$ cat src/isa_pkg.sv
package isa_pkg;

  // function codes carried from dispatch to the units
  typedef enum logic [2:0] {
    func_add = 3'd0, // integer add
    func_sub = 3'd1, // src1 - src2
    func_and = 3'd2,
    func_or  = 3'd3,
    func_xor = 3'd4,
    func_mul = 3'd5  // multiplier only, low half of product
  } func_t;

  // which kind of unit an instruction needs
  typedef enum logic {
    kind_alu  = 1'b0, // single-cycle integer unit
    kind_mult = 1'b1  // pipelined multiplier
  } fu_kind_t;

endpackage

$ cat src/core_pkg.sv
package core_pkg;

  import isa_pkg::*; // fu_kind_t for the unit list

  // physical register tags
  localparam int tag_w    = 5;
  localparam int num_tags = 32; // 2**tag_w physical registers

  // datapath
  localparam int data_w = 32;

  // one station entry per unit, so the two counts are the same
  localparam int num_fu = 3;

  // kind of unit behind each entry index
  localparam fu_kind_t fu_list [num_fu] = '{kind_alu, kind_alu, kind_mult};

  // multiplier depth from issue to result
  localparam int mult_stages = 3;

  typedef logic [tag_w-1:0]  tag_t;     // physical register tag
  typedef logic [data_w-1:0] data_t;    // register / result value
  typedef logic [num_fu-1:0] fu_mask_t; // one bit per unit

endpackage

$ cat src/alu_unit.sv
`timescale 1ns/10ps

module alu_unit
  import isa_pkg::*;
  import core_pkg::*;
(
  input  logic  clock,
  input  logic  reset,
  input  logic  issue_valid,
  input  func_t issue_func,
  input  tag_t  issue_dest,
  input  data_t src1_value,  // operands from the register file
  input  data_t src2_value,
  input  logic  grant,       // cdb taken this cycle
  output logic  fu_hazard,
  output logic  done,        // result waiting for the cdb
  output tag_t  done_tag,
  output data_t done_value
);

  data_t result; // combinational op result

  always_comb begin
    case (issue_func)
      func_add: result = src1_value + src2_value;
      func_sub: result = src1_value - src2_value;
      func_and: result = src1_value & src2_value;
      func_or:  result = src1_value | src2_value;
      func_xor: result = src1_value ^ src2_value;
      default:  result = '0; // mul never routed here
    endcase
  end

  // a granted result frees the unit in the same cycle
  assign fu_hazard = done && !grant;

  always_ff @(posedge clock) begin
    if (reset) begin
      done <= 1'b0;
    end else if (issue_valid) begin
      done <= 1'b1; // new result replaces the one leaving on the cdb
    end else if (grant) begin
      done <= 1'b0;
    end
  end

  // held result
  always_ff @(posedge clock) begin
    if (issue_valid) begin
      done_tag   <= issue_dest;
      done_value <= result;
    end
  end

  // station only sends alu ops to alu entries
  a_no_mul: assert property (@(posedge clock) disable iff (reset)
    issue_valid |-> issue_func != func_mul);

endmodule

$ cat config.mk
export PLATFORM = sky130hd
export DESIGN_NAME = alu_unit
export DESIGN_NICKNAME = d
export VERILOG_FILES = /design/src/isa_pkg.sv /design/src/core_pkg.sv /design/src/alu_unit.sv
export SDC_FILE = /design/constraint.sdc
export NUM_CORES = 1
export LEC_CHECK = 0
export ABC_AREA = 1
export BUFFER_PORTS_ARGS = -buffer_cell sky130_fd_sc_hd__buf_2
export CORE_UTILIZATION = 60
export CTS_CLUSTER_SIZE = 12
export DETAILED_ROUTE_END_ITERATION = 10
export PLACE_DENSITY = 0.91
export SETUP_SLACK_MARGIN = 0.5
export SYNTH_ARGS = -nofsm -noshare
export SYNTH_HDL_FRONTEND = slang
export SYNTH_SLANG_ARGS = --single-unit
$ cat constraint.sdc
create_clock -name clock -period 5.7 [get_ports clock]
set_clock_uncertainty 0.15 [all_clocks]
set_input_delay 1.14 -clock clock [delete_from_list [all_inputs] [get_ports clock]]
set_output_delay 1.14 -clock clock [all_outputs]
set_load 0.02 [all_outputs]
; After elaboration in Yosys (flattened, before gate mapping)
; Index checks and enable logic that the tools add are counted.
; Widths: inputs -> output; s select.
[word_totals]
reg_bits = 38
in_bits = 76
output_inout_bits = 39
elab_cells = 19
[classes]
n_addsub = 2
eq_ne = 4
mux = 3
bitwise_logic = 3
reduce_logical = 4
[op_table]
columns = cell, count
row1 = $pmux 32 s5, 1
row2 = $add 32x32->32, 1
row3 = $and 32x32->32, 1
row4 = $or 32x32->32, 1
row5 = $sub 32x32->32, 1
row6 = $xor 32x32->32, 1
row7 = $eq 3x2->1 const B, 2
row8 = $eq 3x1->1 const B, 1
row9 = $eq 3x3->1 const B, 1
row10 = $logic_not 3->1, 1
row11 = $mux 1, 2
row12 = $reduce_bool 2->1, 1
row13 = $logic_and 1x1->1, 1
row14 = $logic_not 1->1, 1

; Logic depth before layout (Yosys ltp)
[logic_depth]
word_depth = 2
mapped_depth = 25
mapped_depth_nobuf = 25

; Least setup slack after synthesis
; Ideal clock, no wire load.
[synth_timing]
kind = input-to-reg
from = input port src2_value[1]
to = register done_value[27] (data pin)
setup_ns = 0.260
t_arrival_ns = 3.299
required_time_ns = 5.290
path_slack_ns = 1.991
stages = 20
n_path_buf = 0
cell_sequence = inv_1 > ha_1 > inv_1 > nor3_2 > nand3_2 > nor2_4 > nand2_4 > nor2_4 > nand2_1 > nand2_2 > xor2_2 > ha_1 > a21oi_1 > nand2_1 > a21oi_1 > nor2_1 > nor2_1 > nand3_1 > nand3_1 > nand2_1
[synth_via]
elab_chain_len = 2
word_cells_on_any_way = 3
cone_classes = add/sub (2) / mux (1)
[synth_rtl]
columns = item, line_no
row1 = "start, declared", alu_unit.sv:13  ; input data_t src2_value,
row2 = $sub 32x32->32 or $add 32x32->32 (tied branches), "alu_unit.sv:26, alu_unit.sv:25"
row3 = $pmux 32 s5 *, alu_unit.sv:24  ; case (issue_func)
row4 = net result[27], alu_unit.sv:21  ; data_t result;
row5 = "end signal, assigned", alu_unit.sv:51  ; done_value <= result;
row6 = "end, declared", alu_unit.sv:18  ; output data_t done_value
; Mark *: on every way through the listed nets, which the timed path passes. The rest lies on a longest branch.
; A chain may end at the register's enable or synchronous reset.

; Worst setup path after layout
[layout_timing]
from = input port src2_value[1]
to = register done_value[25] (data pin)
; Same word-level chain as after synthesis.

==> reports/qor.csv <==
metric,value,unit
status,completed,
cts_setup_buffers,0,
synth_nets,1159,
io_pins,115,
clk_path_buf_depth,2,
synth_top_cell_by_area,ha_1,
yosys-top-cells-area,"ha_1, nand2_1, edfxtp_1",
vias_per_cell,5.51,
ctsHoldBuffers,0,
finalHoldViolCount,0,
synth_area_per_cell,6.34,µm²
crit_slowest_cell,ha_1,
track_usage,34.8,%
maxCapViolations,0,
slew_viol_final,0,
grt_setup_unrepaired,false,
nets,1268,
core_area,0.00995,mm²
numCtsBuffers,5,
ant_nets,0,
crit_type,in2reg,
die_h,104,µm
cts_root_buf,clkbuf_8,
crit_chain,"buf_2, inv_1, ha_1, inv_1, nor3_2, inv_1, nor2_1, nand4_1, xor2_1, nand2_1, o21ai_0, ha_1, nand2_1, nor2_1, nand2_1, nand3b_1, nand2_1, nand2_1, nand3_1, nand2_1",
diodes,0,
drive_gt1_share,15.1,%
die_area,0.0108,mm²
drt_iter0_markers,572,
dp_hpwl,15.1,mm
crit_path_frequent_cell,nand2_1,
final.min_clock_period,4.10,ns
critPathBufInv,4,
syn_area,0.00625,mm²
first_global_vias,6112,
endpoint_kind,register,
internal-power,0.627,mW
slew_headroom,39.0,%
setup_viol,0,
drt-total-wl,18.4,mm
yosysWarnings,0,
drtPass1Iterations,6,
ys_types,37,
crit_fanout,5,
worstSkewPairLatency,0.30,ns
critPathTopFamily,simple AND/OR/NAND/NOR gates,
nFillCells,916,
initial_core_util,62.8,%
num_rows,36,
synth_cells,986,
numPortBuffers,114,
p_per_area,163,mW/mm²
clock.fmax,0.244,GHz
synth_seq_cells,38,
p_clk_share,17.4,%
synth_top_area_share,19.2,%
grt-ovfl-total,0,
whs,0.397,ns
cts.sinks,38,
cts_tree,yes,
ff2ff_setup_slack,4.87,ns
antenna_found_initial,0,
grt_max_degree,39,
crit_required,5.63,ns
die_w,104,µm
yosysSeqAreaShare,18.1,%
arrival,4.03,ns
drc,0,
crit_path_start_kind,input port,
switching_power,0.522,mW
hp-class,reg2reg,
sequentialPowerShare,30.6,%
p_leak,4.04,nW
area_growth,12.5,%
combPwrFrac,52.1,%
tightest_slew,0.914,ns
clk_pin_slew,0.10,ns
setup_tns,0,ns
switching_share,45.4,%
place.gp.congestion,1.03,
grt_pass1_wl,30.1,mm
htreeDepth,2,
post-route-period-util,71.9,%
num_vias,6773,
routedWlPerCell,14.9,µm
slowest_delay,0.40,ns
peakVddDrop,100,µV
cts_resized,0,
worst min-delay path: stages, from the launching register on:
cell	delay (ns)
dfxtp_1	0.31
inv_1	0.05
nor2_1	0.04
nor2_1	0.08
nor2_1	0.04
cells in the final DEF (no fill, tap or decap), drive strengths merged:
master    count
inv         181
ha           96
nand3b       10
fa            1
xor2         28
o2111ai       5
or2           4
clkinv        2
a31oi         1
clkbuf        5
o211ai        2
nand2       316
clkinvlp      1
nand4         9
buf         118
nor3         11
edfxtp       37
dfxtp         1
o21a          2
a21oi        29
nor2        124
o21ai        30
o31ai         1
a221oi       20
a21o          2
o21bai        3
nand3        57
state kept, by name, summed over array words and instances (netlist names):
signal and count:
done 1, done_tag 5, done_value 32
path summary, 6_finish.rpt:
check	endpoint	cells past startpoint	startpoint
worst min-delay path	done$_SDFFE_PP0P_	4	done$_SDFFE_PP0P_
worst min register to register	done$_SDFFE_PP0P_	4	done$_SDFFE_PP0P_
worst max-delay path	done_value[25]$_DFFE_PP_	20	src2_value[1]
worst max register to register	done$_SDFFE_PP0P_	4	done$_SDFFE_PP0P_
kinds of logic after synthesis:
kind of cell | Yosys count | synth area share (%)
AND/OR/NAND/NOR | 531 | 36.7
buffers and inverters | 197 | 12.1
adder cells (fa/ha/maj) | 97 | 19.5
AO/OA/AOI/OAI | 95 | 9.52
flip-flops | 38 | 18.1
XOR/XNOR | 28 | 4.04
synthesized netlist by cell type (all sizes together):
| cell type | instances |
|---|---|
| nand2 | 316 |
| inv | 181 |
| nor2 | 124 |
| ha | 96 |
| nand3 | 57 |
| edfxtp | 37 |
| o21ai | 30 |
| a21oi | 29 |
| xor2 | 28 |
| a221oi | 20 |
| buf | 11 |
| nor3 | 11 |
| nand3b | 10 |
| nand4 | 9 |
| clkbuf | 5 |
| o2111ai | 5 |
| or2 | 4 |
| o21bai | 3 |
| a21o | 2 |
| o211ai | 2 |
| o21a | 2 |
| a31oi | 1 |
| dfxtp | 1 |
| fa | 1 |
| o31ai | 1 |
metrics by stage:
step | total power, mW | area [µm²] | setup slack [ns] | util (%) | cells
after CTS | 1.14 | 7040 | 1.66 | 70.7 | 1229
after floorplan | 0.753 | 6250 | 1.99 | - | 986
after global routing | 1.24 | 7040 | 1.40 | 70.7 | 1229
after detailed placement | 0.940 | 6950 | 1.32 | 69.9 | 1221
after global placement | 0.929 | 6950 | 1.38 | 69.9 | 1221
final | 1.15 | 7040 | 1.60 | 70.7 | 1229
routing by layer:
metal / vias up / global-route usage, % / routed length (µm)
met5: - / 0 / 0
met4: 0 / 12.9 / 620
met3: 51 / 4.26 / 1680
met2: 334 / 51.8 / 7680
met1: 3040 / 51.1 / 8380
li1: 3348 / - / -
power by group through the flow:
stage               clock (mW)  sequential [mW]  combinational, mW
detailed placement           0            0.358              0.583
finish                   0.200            0.351              0.598
global placement             0            0.357              0.572
floorplan                    0            0.399              0.354
global route             0.216            0.354              0.666
CTS                      0.204            0.352              0.585
layout make-up:
| cell class | instances | area, µm² | area share, % |
|---|---|---|---|
| tap | 133 | 166 | 2.36 |
| inverter | 181 | 679 | 9.65 |
| clock buffer | 5 | 68.8 | 0.978 |
| sequential | 38 | 1130 | 16.1 |
| multi-input combinational | 751 | 4380 | 62.2 |
| clock inverter | 3 | 16.3 | 0.231 |
| timing repair buffer | 118 | 601 | 8.53 |
Power figures use the tool's default switching activity.
