===== src/isa_pkg.sv =====
package isa_pkg;

  // function codes carried from dispatch to the units
  typedef enum logic [2:0] {
    func_add = 3'd0, // integer add
    func_sub = 3'd1, // src1 - src2
    func_and = 3'd2,
    func_or  = 3'd3,
    func_xor = 3'd4,
    func_mul = 3'd5  // multiplier only, low half of product
  } func_t;

  // which kind of unit an instruction needs
  typedef enum logic {
    kind_alu  = 1'b0, // single-cycle integer unit
    kind_mult = 1'b1  // pipelined multiplier
  } fu_kind_t;

endpackage


===== src/core_pkg.sv =====
package core_pkg;

  import isa_pkg::*; // fu_kind_t for the unit list

  // physical register tags
  localparam int tag_w    = 5;
  localparam int num_tags = 32; // 2**tag_w physical registers

  // datapath
  localparam int data_w = 32;

  // one station entry per unit, so the two counts are the same
  localparam int num_fu = 3;

  // kind of unit behind each entry index
  localparam fu_kind_t fu_list [num_fu] = '{kind_alu, kind_alu, kind_mult};

  // multiplier depth from issue to result
  localparam int mult_stages = 3;

  typedef logic [tag_w-1:0]  tag_t;     // physical register tag
  typedef logic [data_w-1:0] data_t;    // register / result value
  typedef logic [num_fu-1:0] fu_mask_t; // one bit per unit

endpackage


===== src/cdb_arbiter.sv =====
`timescale 1ns/10ps

module cdb_arbiter
  import core_pkg::*;
(
  input  logic     clock,
  input  logic     reset,
  input  fu_mask_t done,                 // units holding a result
  input  tag_t     done_tag   [num_fu],
  input  data_t    done_value [num_fu],
  output fu_mask_t grant,                // one-hot or zero
  output logic     cdb_valid,
  output tag_t     cdb_tag,
  output data_t    cdb_value
);

  logic [$clog2(num_fu)-1:0] ptr;     // first unit looked at this cycle
  logic [$clog2(num_fu)-1:0] win_idx;

  // search starts at ptr and wraps around
  always_comb begin
    int   idx;
    logic found;
    found   = 1'b0;
    grant   = '0;
    win_idx = '0;
    for (int k = 0; k < num_fu; k++) begin
      idx = int'(ptr) + k;
      if (idx >= num_fu) idx = idx - num_fu;
      if (!found && done[idx]) begin
        found        = 1'b1;
        grant[idx]   = 1'b1;
        win_idx      = idx[$clog2(num_fu)-1:0];
      end
    end
  end

  // bus mux
  assign cdb_valid = |done;
  assign cdb_tag   = done_tag[win_idx];
  assign cdb_value = done_value[win_idx];

  always_ff @(posedge clock) begin
    if (reset) begin
      ptr <= '0;
    end else if (cdb_valid) begin
      ptr <= (win_idx == num_fu - 1) ? '0 : win_idx + 1'b1; // one past the winner
    end
  end

  a_grant: assert property (@(posedge clock) disable iff (reset)
    $onehot0(grant) && ((grant & ~done) == '0));

endmodule


===== config.mk =====
export PLATFORM = sky130hd
export DESIGN_NAME = cdb_arbiter
export DESIGN_NICKNAME = d
export VERILOG_FILES = /design/src/isa_pkg.sv /design/src/core_pkg.sv /design/src/cdb_arbiter.sv
export SDC_FILE = /design/constraint.sdc
export NUM_CORES = 1
export LEC_CHECK = 0
export BUFFER_PORTS_ARGS = -buffer_cell sky130_fd_sc_hd__buf_4
export CAP_MARGIN = 10
export CORE_MARGIN = 8
export CORE_UTILIZATION = 28
export DETAILED_ROUTE_END_ITERATION = 12
export PLACE_DENSITY_LB_ADDON = 0.2
export REMOVE_ABC_BUFFERS = 1
export SETUP_SLACK_MARGIN = 0.4
export SLEW_MARGIN = 40
export SYNTH_ARGS = -nofsm -noshare
export SYNTH_HDL_FRONTEND = slang
export SYNTH_SLANG_ARGS = --single-unit

===== constraint.sdc =====
create_clock -name clock -period 2.2 [get_ports clock]
set_input_delay 0.44 -clock clock [delete_from_list [all_inputs] [get_ports clock]]
set_output_delay 0.44 -clock clock [all_outputs]
set_load 0.03 [all_outputs]

Word level (Yosys, flattened, before mapping)
Cells that the tools add are included.

word-level totals
  output and inout port bits = 41
  bits in registers = 2
  bits of input ports = 116

cells by class
  add/subtract/negate cells = 6
  bitwise gates (word level) = 3
  reduce and logical (&&, ||, !) cells = 8
  $lt $le $gt $ge = 10
  muxes and demuxes = 33
  equal/unequal tests = 1

operators by type and width
  cell                                                                 number
  2-to-1 mux 32 bit                                                    5
  greater-or-equal comparator 32 x 1 -> 1 bit (second input constant)  3
  less-than comparator 32 x 4 -> 1 bit (second input constant)         3
  binary-select mux 32 bit (select 2 bit)                              1
  2-to-1 mux 1 bit                                                     11
  binary-select mux 5 bit (select 2 bit)                               1
  2-to-1 mux 5 bit                                                     2
  2-to-1 mux 3 bit                                                     3
  2-to-1 mux 2 bit                                                     4
  subtractor 3 x 2 -> 4 bit (second input constant)                    2
  binary-select mux 1 bit (select 2 bit)                               3
  demux 1 bit (select 2 bit)                                           3
  greater-or-equal comparator 3 x 2 -> 1 bit (second input constant)   2
  OR 3 bit                                                             2
  logical AND 1 bit                                                    5
  adder 2 x 1 -> 3 bit (second input constant)                         1
  adder 2 x 2 -> 3 bit (second input constant)                         1
  greater-or-equal comparator 3 bit (second input constant)            1
  inverter 2 -> 3 bit                                                  1
  OR reduction 3 bit                                                   1
  subtractor 2 x 2 -> 3 bit (second input constant)                    1
  adder 2 x 1 -> 2 bit (second input constant)                         1
  equality test 2 bit (second input constant)                          1
  greater-or-equal comparator 2 bit (second input constant)            1
  zero test 1 bit                                                      2

Depth between registers and ports, before layout
  depth after elaboration = 16
  mapped depth = 10
  mapped depth without buffers = 7

Worst setup path before layout
No wires, ideal clock.

  path type = register to output
  start point = register ptr[1]
  end point = output port cdb_value[22]
  arrival = 2.234 ns
  required time = 1.760 ns
  setup slack = -0.474 ns
  stages on the path, launching flop included = 10
  cell sequence = dfxtp_1 > inv_1 > ha_1 > mux2i_1 > o211ai_1 > o32ai_2 > buf_6 > buf_8 > mux2i_1 > o21ai_1

between the ends
  cells in the longest elaborated chain, start to end = 16
  elaborated cells between the ends (all ways) = 33
  classes of those cells = add/sub: 5; order compare: 3; mux: 20; bitwise: 1; reduce/logical: 4

ends and longest elaborated chain
  item                                                                                line               text
  start: declaration                                                                  cdb_arbiter.sv:17  logic [$clog2(num_fu)-1:0] ptr;
  start signal: assignment                                                            cdb_arbiter.sv:47  ptr <= (win_idx == num_fu - 1) ? '0 : win_idx + 1'b1;
  parallel branches: the longest is 11 deep, another holds subtractor 3 x 2 -> 4 bit  --
  2-to-1 mux 2 bit (*)                                                                cdb_arbiter.sv:30  if (!found && done[idx]) begin
  inverter 2 -> 3 bit (implied by the code) (*)                                       cdb_arbiter.sv:41  assign cdb_value = done_value[win_idx];
  binary-select mux 32 bit (select 2 bit) (*)                                         cdb_arbiter.sv:41
  2-to-1 mux 32 bit (implied by the code) (*) (2 in series)                           cdb_arbiter.sv:41
  end: declaration                                                                    cdb_arbiter.sv:14  output data_t cdb_value

Mark *: on every way between the ends. The select of a mux whose other input is x is not followed.

Worst setup path after layout
  start point = register ptr[1]
  end point = output port cdb_value[16]

The elaborated chain is that of the path after synthesis.

==> results.md <==
* HPWL after detailed placement at ~5.6 mm
* CP max FO at 6
* H-tree levels at 1
* Critical Path AT at ~2400 ps
* LEAKAGE at 1.53 nW
* Synth cell count leaders: nand2_1 (42), mux2i_1 (39), o21ai_1 (38)
* Synth Register Bits at 2
* Syn Area/Cell at 6.69 µm²
* Starting DRT DRC Count at 28
* Register-to-Register Setup Slack at 190 ps
* Reg-to-reg startpoint: ptr[1]$_SDFFE_PP0P_
* Clk root buf: clkbuf_8
* Synth warnings at 0
* Crit start category: flop
* FFs w/ async S/R, synth at 0%
* # DRC at 0
* Worst path required time at ~1800 ps
* Crit path max-delay family: buffers and inverters
* Final worst setup slack at -596 ps
* Final hold slack at approximately 380 ps
* Synth top area share at 33.9%
* Outcome: finished, violations left
* Seq/Total Area, Yosys at around 3.5%
* Sequential Area at approximately 43 µm²
* Area of the multi-input gates at around 1100 µm²
* Reg with most FFs: ptr
* Hold Path Depth at 2
* Cell with the most instances after synthesis: nand2_1
* Worst-skew pair later-pin latency at approximately 220 ps
* Antenna viol nets, final at 0
* # setup viols final at 40
* Post-synth EDFFs at 0
* Internal power at approximately 2.7 mW
* WL final at between 6 and 7 mm
* Largest cells by area after synthesis: mux2i_1 (34%), o21ai_1 (17%), nand2_1 (14%), ha_1 (4.4%), dfxtp_1 (3.5%)
* Worst Hold Class: input port to flop
* First-pass GRT wire length at a little under 10 mm
* Crit path kind: flop to output port
* Slew Viols, Final at 0
* Switching power at ~2.8 mW
* Placed Cells at between 300 and 400
* Row cnt at 23
* FMAX at 358 MHz
* Num CTS Buffers at 3
* Combinational share of power at 95.8%
* P per Cell Area at approximately 1900 nW/µm²
* Initial antenna violation count at 0
* Area delta synth->final at 153%
* Final Wtd Congestion at just over 0.8
* Fillers at slightly above 300
* Crit path max-delay cell type: dfxtp_2
* Vias in the first global route at between 2000 and 2500
* Ys flop type: dfxtp_1
* Cell Count, Final, Fillers Out at around 410
* R2R Path End: ptr[0]$_SDFFE_PP0P_
* Clk pwr share at under 10%
* Final Hold Fails at 0
* Type of destination of the critical path: output port
* Vias at 1930
* Max cap viols at 0
* Clock Tree Buf Depth at 2
* Area leader, netlist: mux2i_1
* Max VDD drop at 1160 µV
* Cell Chain, Critical Path: inv_2 > ha_4 > mux2i_2 > buf_4 > mux2_4 > o32ai_4 > buf_12 > buf_12 > buf_12 > mux2i_1 > o21ai_1 > buf_4
* Initial core utilization at between 20 and 30%
* Synth unique cells at 32
* Final period util at 127%
* RSZ-0062 raised after global routing: true
* HP Start: reset
* Syn Inst Count at roughly 170
* Port Buffers at between 150 and 200
* Gr usage total at between 15 and 20%
* Pin count of the biggest net entering global routing at 36
* Remaining global-route overflow at 0
* Post-Synthesis Cell Area at around 1100 µm²
* Core area at ~4000 µm²
* Worst slew pin tran at approximately 270 ps
* Ratio of cells with drive above 1 in the final layout at between 60 and 70%
* Buf/Inv on CP at 6
* N_diodes at 0
* R2R cell count at 9
* Switching part of the total at slightly above 50%
* Slew margin rel. at between 80% and 90%
* Largest register FFs at 2
* CTS tree: done
* Die extent in y at approximately 80 µm
* Router iterations before antenna repair at 4
* Biggest regs: ptr (2)
* Sink Count at 2
* Fin crit period at approximately 2800 ps
* Die Width at between 80 and 90 µm
* Hold Crit Endpoint: ptr[0]$_SDFFE_PP0P_
* Reg clk slew, reported paths at 30 ps
* Crit path largest cell delay at about 330 ps
* Sequential power share at 1.4%
* Core Util, Final at around three quarters
* Die area at 6410 µm²
* Post-Route Skew at roughly 4.5 ps
* IO Pins at 157
* Failing checks: setup timing
* Most common cell on crit path: buf_12
* Routed vias/inst at about 4.8
* Wire per inst at ~17 µm
* Fin nets at between 400 and 500
==> per-layer routing <==
layer | share of wire [%] | vias up | GRT usage [%]
met3 | 11 | 6 | 9.93
li1 | - | 977 | -
met1 | 33 | 868 | 17.9
met5 | 0 | - | 0
met4 | 0.75 | 0 | 4.55
met2 | 56 | 79 | 36.6
==> layout by cell type (no fill, tap or decap), types with 2 or more instances in the layout <==
master and instances:
buf_4 179, nand2_1 42, o21ai_1 37, mux2i_1 35, buf_12 6, inv_1 4
mux2i_2 4, buf_6 4, nor2_1 3, clkbuf_8 3, inv_2 2, mux2_4 2
o211ai_1 2, nand3b_1 2, a21oi_2 2, nand3_1 2, ha_4 2, ha_2 2
buf_16 2, dfxtp_2 2
==> power by group through the flow <==
stage          logic (mW)  clock network (mW)  registers, mW
2_1_floorplan        2.81                   0         0.0695
6_report             5.22               0.153         0.0762
3_3_place_gp         4.36                   0         0.0666
5_1_grt              5.52               0.162         0.0769
4_1_cts              4.97               0.149         0.0740
3_5_place_dp         4.38                   0         0.0684
==> worst reg2reg max path: cells and delay by family (launching register included) <==
family                   cells  cell delay (ps)
AND/OR/NAND/NOR              1              330
adder cells (fa/ha/maj)      1              170
flip-flops                   1              330
AO/OA/AOI/OAI                2              310
buffers and inverters        3              350
multiplexers                 2              430
==> per-stage QoR <==
step	total power [mW]	instance area [µm²]	setup slack, ps	TNS [ps]
global route	5.76	2910	-678	-24470
CTS	5.19	2800	-579	-19580
global placement	4.43	2560	-361	-12890
floorplan	2.88	1060	-3070	-118110
finish	5.44	2910	-596	-21000
detailed placement	4.45	2560	-383	-13660
==> logic make-up after synthesis <==
logic type,count (synthesis),synth area share [%]
AND/OR/NAND/NOR,56,20.7
flip-flops,2,3.48
adder cells (fa/ha/maj),4,4.35
buffers and inverters,19,9.68
AO/OA/AOI/OAI,48,23.6
multiplexers,43,38.2
==> final cells by class <==
class	instances	area share (%)
inverter	6	0.775
sequential	2	1.46
multi-input combinational	151	39.0
timing repair buffer	193	55.2
clock buffer	3	1.42
tap	50	2.15
==> how the worst max path moves through the flow <==
stage                                to  depth (start not counted)  slack [ps]           startpoint
final                     cdb_value[16]                         12        -600  ptr[1]$_SDFFE_PP0P_
after global routing      cdb_value[10]                         12        -680  ptr[1]$_SDFFE_PP0P_
after detailed placement   cdb_value[2]                         10        -380  ptr[1]$_SDFFE_PP0P_
after CTS                 cdb_value[17]                         12        -580  ptr[1]$_SDFFE_PP0P_
after floorplan              cdb_tag[0]                          6       -3070  ptr[0]$_SDFFE_PP0P_
after global placement    cdb_value[14]                          9        -360  ptr[0]$_SDFFE_PP0P_
==> timing repair <==
action / CTS / global route
pin swaps: 5 / 6
buffers inserted: 5 / 2
setup endpoints to repair: 42 / 43
cloned: 2 / 1
resized for setup: 21 / 12
hold buffers: 0 / 0
Power figures use the tool's default switching activity.
