[src/isa_pkg.sv]
package isa_pkg;

  // function codes carried from dispatch to the units
  typedef enum logic [2:0] {
    func_add = 3'd0, // integer add
    func_sub = 3'd1, // src1 - src2
    func_and = 3'd2,
    func_or  = 3'd3,
    func_xor = 3'd4,
    func_mul = 3'd5  // multiplier only, low half of product
  } func_t;

  // which kind of unit an instruction needs
  typedef enum logic {
    kind_alu  = 1'b0, // single-cycle integer unit
    kind_mult = 1'b1  // pipelined multiplier
  } fu_kind_t;

endpackage

[src/core_pkg.sv]
package core_pkg;

  import isa_pkg::*; // fu_kind_t for the unit list

  // physical register tags
  localparam int tag_w    = 5;
  localparam int num_tags = 32; // 2**tag_w physical registers

  // datapath
  localparam int data_w = 32;

  // one station entry per unit, so the two counts are the same
  localparam int num_fu = 3;

  // kind of unit behind each entry index
  localparam fu_kind_t fu_list [num_fu] = '{kind_alu, kind_alu, kind_mult};

  // multiplier depth from issue to result
  localparam int mult_stages = 3;

  typedef logic [tag_w-1:0]  tag_t;     // physical register tag
  typedef logic [data_w-1:0] data_t;    // register / result value
  typedef logic [num_fu-1:0] fu_mask_t; // one bit per unit

endpackage

[src/reservation_station.sv]
`timescale 1ns/10ps

module reservation_station
  import isa_pkg::*;
  import core_pkg::*;
(
  input  logic     clock,
  input  logic     reset,
  input  logic     dispatch_en,
  input  fu_kind_t dispatch_kind,
  input  func_t    dispatch_func,
  input  tag_t     dest_tag,
  input  tag_t     src1_tag,
  input  logic     src1_ready,
  input  tag_t     src2_tag,
  input  logic     src2_ready,
  input  fu_mask_t fu_hazard,   // unit cannot take an issue this cycle
  input  logic     cdb_valid,
  input  tag_t     cdb_tag,
  output logic     rs_hazard,   // no free entry of the wanted kind
  output fu_mask_t issue_valid,
  output func_t    issue_func [num_fu],
  output tag_t     issue_dest [num_fu],
  output tag_t     issue_src1 [num_fu],
  output tag_t     issue_src2 [num_fu]
);

  // entry state
  fu_mask_t busy;                // entry holds an instruction
  func_t    ent_func [num_fu];
  tag_t     ent_dest [num_fu];
  tag_t     ent_src1 [num_fu];
  tag_t     ent_src2 [num_fu];
  fu_mask_t ent_rdy1;            // stored ready bits
  fu_mask_t ent_rdy2;

  // per-cycle decisions
  fu_mask_t src1_hit;            // cdb broadcasts this entry's src1
  fu_mask_t src2_hit;
  fu_mask_t issue_now;
  fu_mask_t entry_free;          // idle, or leaving this cycle
  fu_mask_t entry_match;         // free and of the dispatched kind
  fu_mask_t fill;                // one-hot, entry taking the dispatch
  logic     in_hit1;             // dispatched source on the cdb right now
  logic     in_hit2;

  // wakeup and issue select
  always_comb begin
    for (int i = 0; i < num_fu; i++) begin
      src1_hit[i]    = cdb_valid && (cdb_tag == ent_src1[i]);
      src2_hit[i]    = cdb_valid && (cdb_tag == ent_src2[i]);
      issue_now[i]   = busy[i] && (ent_rdy1[i] || src1_hit[i]) &&
                       (ent_rdy2[i] || src2_hit[i]) && !fu_hazard[i];
      entry_free[i]  = !busy[i] || issue_now[i];
      entry_match[i] = entry_free[i] && (fu_list[i] == dispatch_kind);
    end
  end

  assign rs_hazard = (entry_match == '0); // level, independent of dispatch_en

  // lowest matching entry wins the dispatch
  always_comb begin
    logic found;
    found = 1'b0;
    fill  = '0;
    if (dispatch_en) begin
      for (int i = 0; i < num_fu; i++) begin
        if (entry_match[i] && !found) begin
          fill[i] = 1'b1;
          found   = 1'b1;
        end
      end
    end
  end

  // a source being broadcast as it arrives is already ready
  assign in_hit1 = cdb_valid && (cdb_tag == src1_tag);
  assign in_hit2 = cdb_valid && (cdb_tag == src2_tag);

  // issue bundle per unit
  always_comb begin
    for (int i = 0; i < num_fu; i++) begin
      issue_func[i] = ent_func[i];
      issue_dest[i] = ent_dest[i];
      issue_src1[i] = ent_src1[i]; // register file reads these tags
      issue_src2[i] = ent_src2[i];
    end
  end
  assign issue_valid = issue_now;

  // busy bits
  always_ff @(posedge clock) begin
    if (reset) begin
      busy <= '0;
    end else begin
      busy <= (busy & ~issue_now) | fill; // issue clears, dispatch refills
    end
  end

  // entry payload and ready bits
  always_ff @(posedge clock) begin
    for (int i = 0; i < num_fu; i++) begin
      if (fill[i]) begin
        ent_func[i] <= dispatch_func;
        ent_dest[i] <= dest_tag;
        ent_src1[i] <= src1_tag;
        ent_src2[i] <= src2_tag;
        ent_rdy1[i] <= src1_ready || in_hit1;
        ent_rdy2[i] <= src2_ready || in_hit2;
      end else begin
        if (src1_hit[i]) ent_rdy1[i] <= 1'b1; // wakeup
        if (src2_hit[i]) ent_rdy2[i] <= 1'b1;
      end
    end
  end

  for (genvar i = 0; i < num_fu; i++) begin : g_chk
    a_issue_busy: assert property (@(posedge clock) disable iff (reset)
      issue_valid[i] |-> busy[i]);
  end

  // a dropped dispatch leaves no newly busy entry behind
  a_drop: assert property (@(posedge clock) disable iff (reset)
    dispatch_en && rs_hazard |=> busy == $past(busy & ~issue_valid));

endmodule
[config.mk]
export PLATFORM = sky130hd
export DESIGN_NAME = reservation_station
export DESIGN_NICKNAME = d
export VERILOG_FILES = /design/src/isa_pkg.sv /design/src/core_pkg.sv /design/src/reservation_station.sv
export SDC_FILE = /design/constraint.sdc
export NUM_CORES = 1
export LEC_CHECK = 0
export BUFFER_PORTS_ARGS = -buffer_cell sky130_fd_sc_hd__buf_2
export CAP_MARGIN = 15
export CORE_MARGIN = 4
export CORE_UTILIZATION = 29
export CTS_CLUSTER_SIZE = 24
export DETAILED_ROUTE_END_ITERATION = 10
export GPL_TIMING_DRIVEN = 0
export HOLD_SLACK_MARGIN = 0.1
export PLACE_DENSITY_LB_ADDON = 0.15
export SLEW_MARGIN = 20
export SYNTH_ARGS = -nofsm -noshare
export SYNTH_HDL_FRONTEND = slang
export SYNTH_SLANG_ARGS = --single-unit
[constraint.sdc]
create_clock -name clock -period 2.58 [get_ports clock]
set_input_delay 0.129 -clock clock [delete_from_list [all_inputs] [get_ports clock]]
set_output_delay 0.129 -clock clock [all_outputs]
set_load 0.005 [all_outputs]
Word-level counts from Yosys, hierarchy flattened
Memories as Yosys holds them, arrays and structs flattened.
Index checks and enable logic that the tools add are counted.
{ "classes": {"n_eq_ne": 8, "mux": 49, "bitwise_logic": 4, "reduce_logical": 56} }
{ "ops": {"columns": ["operator", "count"], "rows": [
  ["$eq 5x5->1", 8],
  ["$mux 1", 32],
  ["$mux 5", 6],
  ["$reduce_or 5->1", 6],
  ["$logic_and 1x1->1", 22],
  ["$mux 2", 8],
  ["$reduce_bool 2->1", 6],
  ["$logic_or 1x1->1", 11],
  ["$mux 3", 3],
  ["$logic_not 1->1", 8],
  ["$reduce_or 3->1", 2],
  ["$and 3x3->3", 1],
  ["$logic_not 3->1", 1],
  ["$not 3->3", 1],
  ["$or 3x3->3", 1],
  ["$not 1->1", 1]
]} }
{ "word_totals": {"regBits": 9, "ramBits": 54, "inputBits": 33, "output_inout_bits": 58, "word_cells": 128, "memories": 4} }
{ "mem_list": {"columns": ["memory", "words", "word_bits", "rd", "rd_ports_with_merged_regs", "write_ports", "line_no", "text"], "rows": [
  ["ent_dest", 3, 5, 3, 0, 1, "reservation_station.sv:31", "tag_t ent_dest [num_fu];"],
  ["ent_src1", 3, 5, 3, 0, 1, "reservation_station.sv:32", "tag_t ent_src1 [num_fu];"],
  ["ent_src2", 3, 5, 3, 0, 1, "reservation_station.sv:33", "tag_t ent_src2 [num_fu];"],
  ["ent_func", 3, 3, 3, 0, 1, "reservation_station.sv:30", "func_t ent_func [num_fu];"]
]} }

Depth between registers and ports, before layout
Gate-level depths: netlist (run 1).
{ "logic_depth": {"ltp_word": 23, "ltp_mapped": 6, "depth_no_buf": 5} }

Least setup slack after synthesis (run 1)
Ideal clock, no wire load.
{ "synth_timing": {"kind": "reg-to-reg", "start": "memory ent_src2[0][11] (netlist name)", "end": "memory ent_dest[0][10] (netlist name) (enable)", "setup_ns": 0.395, "arrival_time_ns": 2.266, "t_required_ns": 2.185, "setup_slack_ns": -0.080, "path_stages_with_launch": 6, "path_buffers": 0, "period_less_slack_ns": 2.660, "path_cell_list": "edfxtp_1 > xor2_1 > nor4_1 > a31oi_1 > o31ai_4 > nor2b_1"} }
{ "synth_rtl": {"columns": ["element", "line_no"], "rows": [
  ["start, declared", "reservation_station.sv:33"],
  ["end, declared", "reservation_station.sv:31"]
]} }

==> flow_summary.ini, run 1 <==
[outcome]
status = finished clean

[job]
cap_violations = 0

[synth]
ys_ff_latch = 63
synth_area_per_cell_um2 = 16.3
syn_nets = 196
yosysWarningCount = 0
syn_area_mm2 = 0.00265
ys.flop_type = edfxtp_1
synth.distinct_cells = 30
synthCells = 163
ys_seq_area_share_pct = 70.3
synth_edf_count = 60
async_reset_ff_share_pct = 0

[drt]
wl_met3_um = 519
drt_iter0_markers = 90
via_per_inst = 4.56
drt_wl_total_um = 6800
wl_met2_um = 3320
firstDrtPassIters = 4
wl_met1_um = 2860
drcViolationCount = 0
routed.top_layer = met4
ant_nets = 0
vias = 1814
wl_per_cell_um = 17.1

[place]
pre_cts_ws_ns = -0.481
placed_area_mm2 = 0.00323
numPlacedInstances = 356
gp_congestion = 0.698
hpwl_um = 4870
port_buffers = 84

[sta]
finalWorstSetupSlack_ns = 0.161
max_slew_margin_pct = 67.1
tightest_slew_ns = 0.493
hold_ws_ns = 0.122
finalHoldViolCount = 0
max_freq_mhz = 413
finalSetupViolCount = 0
timing.final.crit_share_pct = 93.8
skew_ns = 0.00782
period_needed_ns = 2.42
drv_slew = 0

[finish]
layout_common_cells = 85 x buf_2, 60 x edfxtp_1, 30 x xor2_1, 19 x dlygate4sd3_1, 10 x xnor2_1
final_common_cell = buf_2
multiInputGateArea_um2 = 773
seq_area_mm2 = 0.00186
utilization_pct = 42.4
syn_to_final_growth_pct = 40.8
nFillCells = 838
drive_gt1_share_pct = 43.1
diodes = 0
stdcell_count = 398
stdcell_area_mm2 = 0.00373
layout.nets = 318

[floorplan]
pin_count = 91
die_h_um = 104
initial_core_util_pct = 30.1
fp.coreArea_mm2 = 0.00881
die_w_um = 104
rows = 34
dieArea_mm2 = 0.0107

[critical_path]
cp_cell_sequence = xor2_1 > nor4_2 > a31oi_1 > o31a_2 > nor2_4 > buf_8
critical_path_class = flop to flop
cp_top_family = compound AO/OA/AOI/OAI gates
crit_slowest_cell = o31a_2
timing.rr.start = ent_src1[0][4]$_DFFE_PP_
required_ns = 2.63
slowest_delay_ns = 0.44
start_kind = flop
cp.arrival_ns = 2.47
critPathBufInv = 1
endpoint_kind = flop
crit_fanout = 11
crit_path_start = ent_src1[0][4]$_DFFE_PP_

[grt]
grt_pass1_wl_um = 11000
grtUsageTotal_pct = 13.3
grt_pass1_vias = 1998
grt_antenna_before_repair = 0
overflow = 0
grt_max_degree = 19

[clocking]
cts_tree = yes
htree_levels = 3
clock_latency_ns = 0.34
root_buffer = clkbuf_8
cts.sinks = 63
clkTransAtPathRegs_ns = 0.07
clk_path_buf_depth = 2
cts_buffers = 9

[power]
leakage_nw = 1.42
power_density_mw_per_mm2 = 613
peakVddDrop_v = 0.000428

[hold_path]
hold_start = src2_ready
hold_path_class = input pin to flop
==> flip-flops by register name, indices dropped and copies added (netlist names) <==
register,flops
ent_src1,15
ent_dest,15
busy,3
ent_rdy2,3
ent_rdy1,3
ent_src2,15
ent_func,9
==> Yosys cell counts, types with 2 or more instances <==
master / instances / area share [%]
a31oi_1: 7 / 1.7
a21oi_1: 3 / 0.57
o21ai_0: 2 / 0.38
o31ai_1: 2 / 0.57
clkbuf_1: 2 / 0.28
a31o_1: 2 / 0.66
and3_1: 4 / 0.94
buf_6: 3 / 1.3
nor4_1: 5 / 1.2
nor4_2: 2 / 0.94
nor4b_1: 3 / 0.99
edfxtp_1: 60 / 68
nand3_1: 4 / 0.76
xor2_1: 30 / 9.9
xnor2_1: 10 / 3.3
nor2_1: 3 / 0.42
nor2b_1: 2 / 0.47
nand4_1: 4 / 0.94
o31ai_4: 2 / 1.6
dfxtp_1: 3 / 2.3
==> cell families after synthesis <==
| family | synth area share, % |
|---|---|
| and+or+nand+nor | 7.37 |
| buffers and inverters | 2.03 |
| AOI/OAI and AO/OA | 7.13 |
| DFF | 70.3 |
| xor gates and xnor gates | 13.2 |
==> worst register-to-register path, cell delays in order (launching register included) <==
cell and delay (ns):
edfxtp_1 0.40, xor2_1 0.18, nor4_2 0.36, a31oi_1 0.23
o31a_2 0.44, nor2_4 0.31, buf_8 0.20
==> power by group <==
part	total, W	internal (W)	switching [W]
clock	0.000871	0.000455	0.000416
combinational	0.000239	0.000111	0.000128
sequential	0.00118	0.00116	0.0000163
total	0.00229	0.00173	0.000560
==> through the flow <==
step	TNS, ns	total power (W)
floorplan	0	0.00131
global placement	-35.36	0.00140
detailed placement	-14.96	0.00141
CTS	0	0.00231
global route	-0.000722	0.00240
finish	0	0.00229
==> path summary, 6_finish.rpt <==
path                          endpoint  slack [ns]  cells past startpoint
min reg2reg         busy[2]$_SDFF_PP0_        0.55                      2
min          ent_rdy2[0]$_SDFFCE_PN1P_        0.12                      3
max reg2reg   ent_src2[0][1]$_DFFE_PP_        0.16                      6
max           ent_src2[0][1]$_DFFE_PP_        0.16                      6
==> cell type report <==
class | instances | area share [%]
Tap cell | 108 | 3.62
Multi-Input combinational cell | 93 | 20.7
Clock inverter | 7 | 2.15
Clock buffer | 9 | 3.32
Timing Repair Buffer | 111 | 18.8
Sequential cell | 63 | 49.9
Buffer | 7 | 1.44
==> what timing repair did <==
item,CTS,global route
setup endpoints to repair,48,19
setup buffers,1,6
endpoints found under the hold margin,57,0
hold buffers,19,0
gates resized for setup,4,3
pin swaps,0,2
cloned,0,0
==> layer usage <==
layer,vias up,GRT usage (%)
met5,-,0
li1,874,-
met1,861,15.5
met2,71,22.1
met4,0,3.99
met3,8,6.22
(Power assumes the default switching activity.)
==> inputs of run 2 (changes only) <==
--- a/config.mk
+++ b/config.mk
@@ -14,6 +14,7 @@
 export GPL_TIMING_DRIVEN = 0
 export HOLD_SLACK_MARGIN = 0.1
 export PLACE_DENSITY_LB_ADDON = 0.15
+export SKIP_CTS_REPAIR_TIMING = 1
 export SLEW_MARGIN = 20
 export SYNTH_ARGS = -nofsm -noshare
 export SYNTH_HDL_FRONTEND = slang
==> constraint.sdc (replaced) <==
create_clock -name clock -period 2.4 [get_ports clock]
set_input_delay 0.12 -clock clock [delete_from_list [all_inputs] [get_ports clock]]
set_output_delay 0.12 -clock clock [all_outputs]
set_load 0.005 [all_outputs]
==> run 2 against run 1 <==
Compared with the run above:
- worst hold slack got worse by 0.0064 ns
- critical path depth unchanged
- setup slack worse by 0.052 ns
- final cell count is 0.75% higher
- via count increased by 1.9%
- die area unchanged
- non-clock buffer count is 4 higher
- clock power grew 14%
- combinational power rose by 13%
- largest power group unchanged
==> flow_summary.ini, run 2 (synthesis results as in run 1) <==
[grt]
grt_pass1_vias = 1950
met1_usage_pct = 14.3
busiest_layer = met2
grtUsageTotal_pct = 12.7
grtUsageMet3_pct = 6.84
overflow = 0
grt_pass1_wl_um = 10400
grt_antenna_before_repair = 0
grt_use_met2_pct = 20.9
grt_max_degree = 19

[floorplan]
initial_core_util_pct = 30.1
die_h_um = 104
rows = 34
dieArea_mm2 = 0.0107
fp.coreArea_mm2 = 0.00881
pin_count = 91
die_w_um = 104

[drt]
via_per_inst = 4.61
firstDrtPassIters = 4
drt_wl_total_um = 6940
drcViolationCount = 0
wl_per_cell_um = 17.3
vias = 1849
ant_nets = 0
drt_iter0_markers = 84

[finish]
stdcell_count = 401
stdcell_area_mm2 = 0.00380
syn_to_final_growth_pct = 43.3
reg_top3 = ent_dest: 15 flops, ent_src1: 15 flops, ent_src2: 15 flops
final_common_cell = buf_2
layout_common_cells = 85 x buf_2, 60 x edfxtp_1, 30 x xor2_1, 19 x dlygate4sd3_1, 10 x xnor2_1
nFillCells = 801
layout.nets = 322
diodes = 0
drive_gt1_share_pct = 44.0

[place]
gp_congestion = 0.707
hpwl_um = 4780
numPlacedInstances = 355
placed_area_mm2 = 0.00322
port_buffers = 84

[clocking]
htree_levels = 3
clk_path_buf_depth = 2
cts_tree = yes
cts.sinks = 63
clock_latency_ns = 0.34
cts_buffers = 9
root_buffer = clkbuf_8
clkTransAtPathRegs_ns = 0.08

[sta]
drv_slew = 0
tightest_slew_ns = 0.483
rsz0062_at_grt = yes
finalSetupViolCount = 0
finalSetupTns_ns = 0
timing.final.crit_share_pct = 95.5
period_needed_ns = 2.29
skew_ns = 0.00979
max_freq_mhz = 436
finalHoldViolCount = 0
max_slew_margin_pct = 67.7
hold_ws_ns = 0.116

[power]
intPower_w = 0.00196
peakVddDrop_v = 0.000367
p_clk_share_pct = 39.3
pwr-share-seq_pct = 50.0
leakage_nw = 1.45
power_density_mw_per_mm2 = 667
power_w = 0.00253
power.switching_w = 0.000574
switching_share_pct = 22.7
power_frac_comb_pct = 10.7

[critical_path]
r2r_cells = 7
required_ns = 2.28
cp.arrival_ns = 2.17
crit_fanout = 4
endpoint_kind = output pin
critical_path_class = flop to output pin
start_kind = flop

[hold_path]
hold_path_class = input pin to flop
min_path_cells = 3

[outcome]
status = finished clean

[job]
cap_violations = 0
[run 2: changes by cell type in the layout (fill, tap and decap cells not counted), sizes merged]
cell    previous run  this run
buf               97       101
bufinv             1         2
clkinv             2         1
inv                2         0
clkbuf            11        12
[run 2: power groups by stage]
| stage | Sequential, W | Clock (W) | Combinational (W) |
|---|---|---|---|
| CTS | 0.00127 | 0.00103 | 0.000219 |
| global placement | 0.00129 | 0 | 0.000217 |
| detailed placement | 0.00129 | 0 | 0.000219 |
| finish | 0.00127 | 0.000995 | 0.000270 |
| floorplan | 0.00129 | 0 | 0.000110 |
| global route | 0.00127 | 0.00107 | 0.000297 |
[run 2: path summary, 6_finish.rpt]
path	from	to	slack [ns]
worst max-delay path	ent_src2[0][1]$_DFFE_PP_	rs_hazard	0.11
worst min-delay path	src1_ready	ent_rdy1[0]$_SDFFCE_PN1P_	0.12
worst max register to register	ent_src2[0][5]$_DFFE_PP_	ent_src1[0][9]$_DFFE_PP_	0.12
worst min register to register	busy[0]$_SDFF_PP0_	busy[0]$_SDFF_PP0_	0.57
[run 2: worst max-delay path, stage by stage (launching register included)]
cell and delay, ns:
edfxtp_1 0.42, xor2_1 0.17, nor4_2 0.37, a31oi_1 0.20, o31ai_2 0.43, o31ai_1 0.10, buf_2 0.14
[run 2: metal layers]
metal	wire, um	part of all wire (%)
met2	3440	50
met5	0	0
met1	2910	42
met4	21	0.30
met3	562	8.1
[run 2: area by class of cell]
class | count | area (um^2) | share of cell area, %
clock buffers | 10 | 128 | 3.36
repair buffers | 115 | 751 | 19.8
well taps | 108 | 135 | 3.56
flip-flops and latches | 63 | 1860 | 49.0
clock inverters | 5 | 83.8 | 2.21
multi-input cells | 93 | 786 | 20.7
plain buffers | 7 | 53.8 | 1.42
[run 2: per-stage QoR]
stage	util (%)	worst slack, ns
2_1_floorplan	-	0.0520
3_3_place_gp	36.5	-0.847
3_5_place_dp	36.5	-0.603
4_1_cts	38.9	-0.626
5_1_grt	43.1	-0.0841
6_report	43.1	0.109
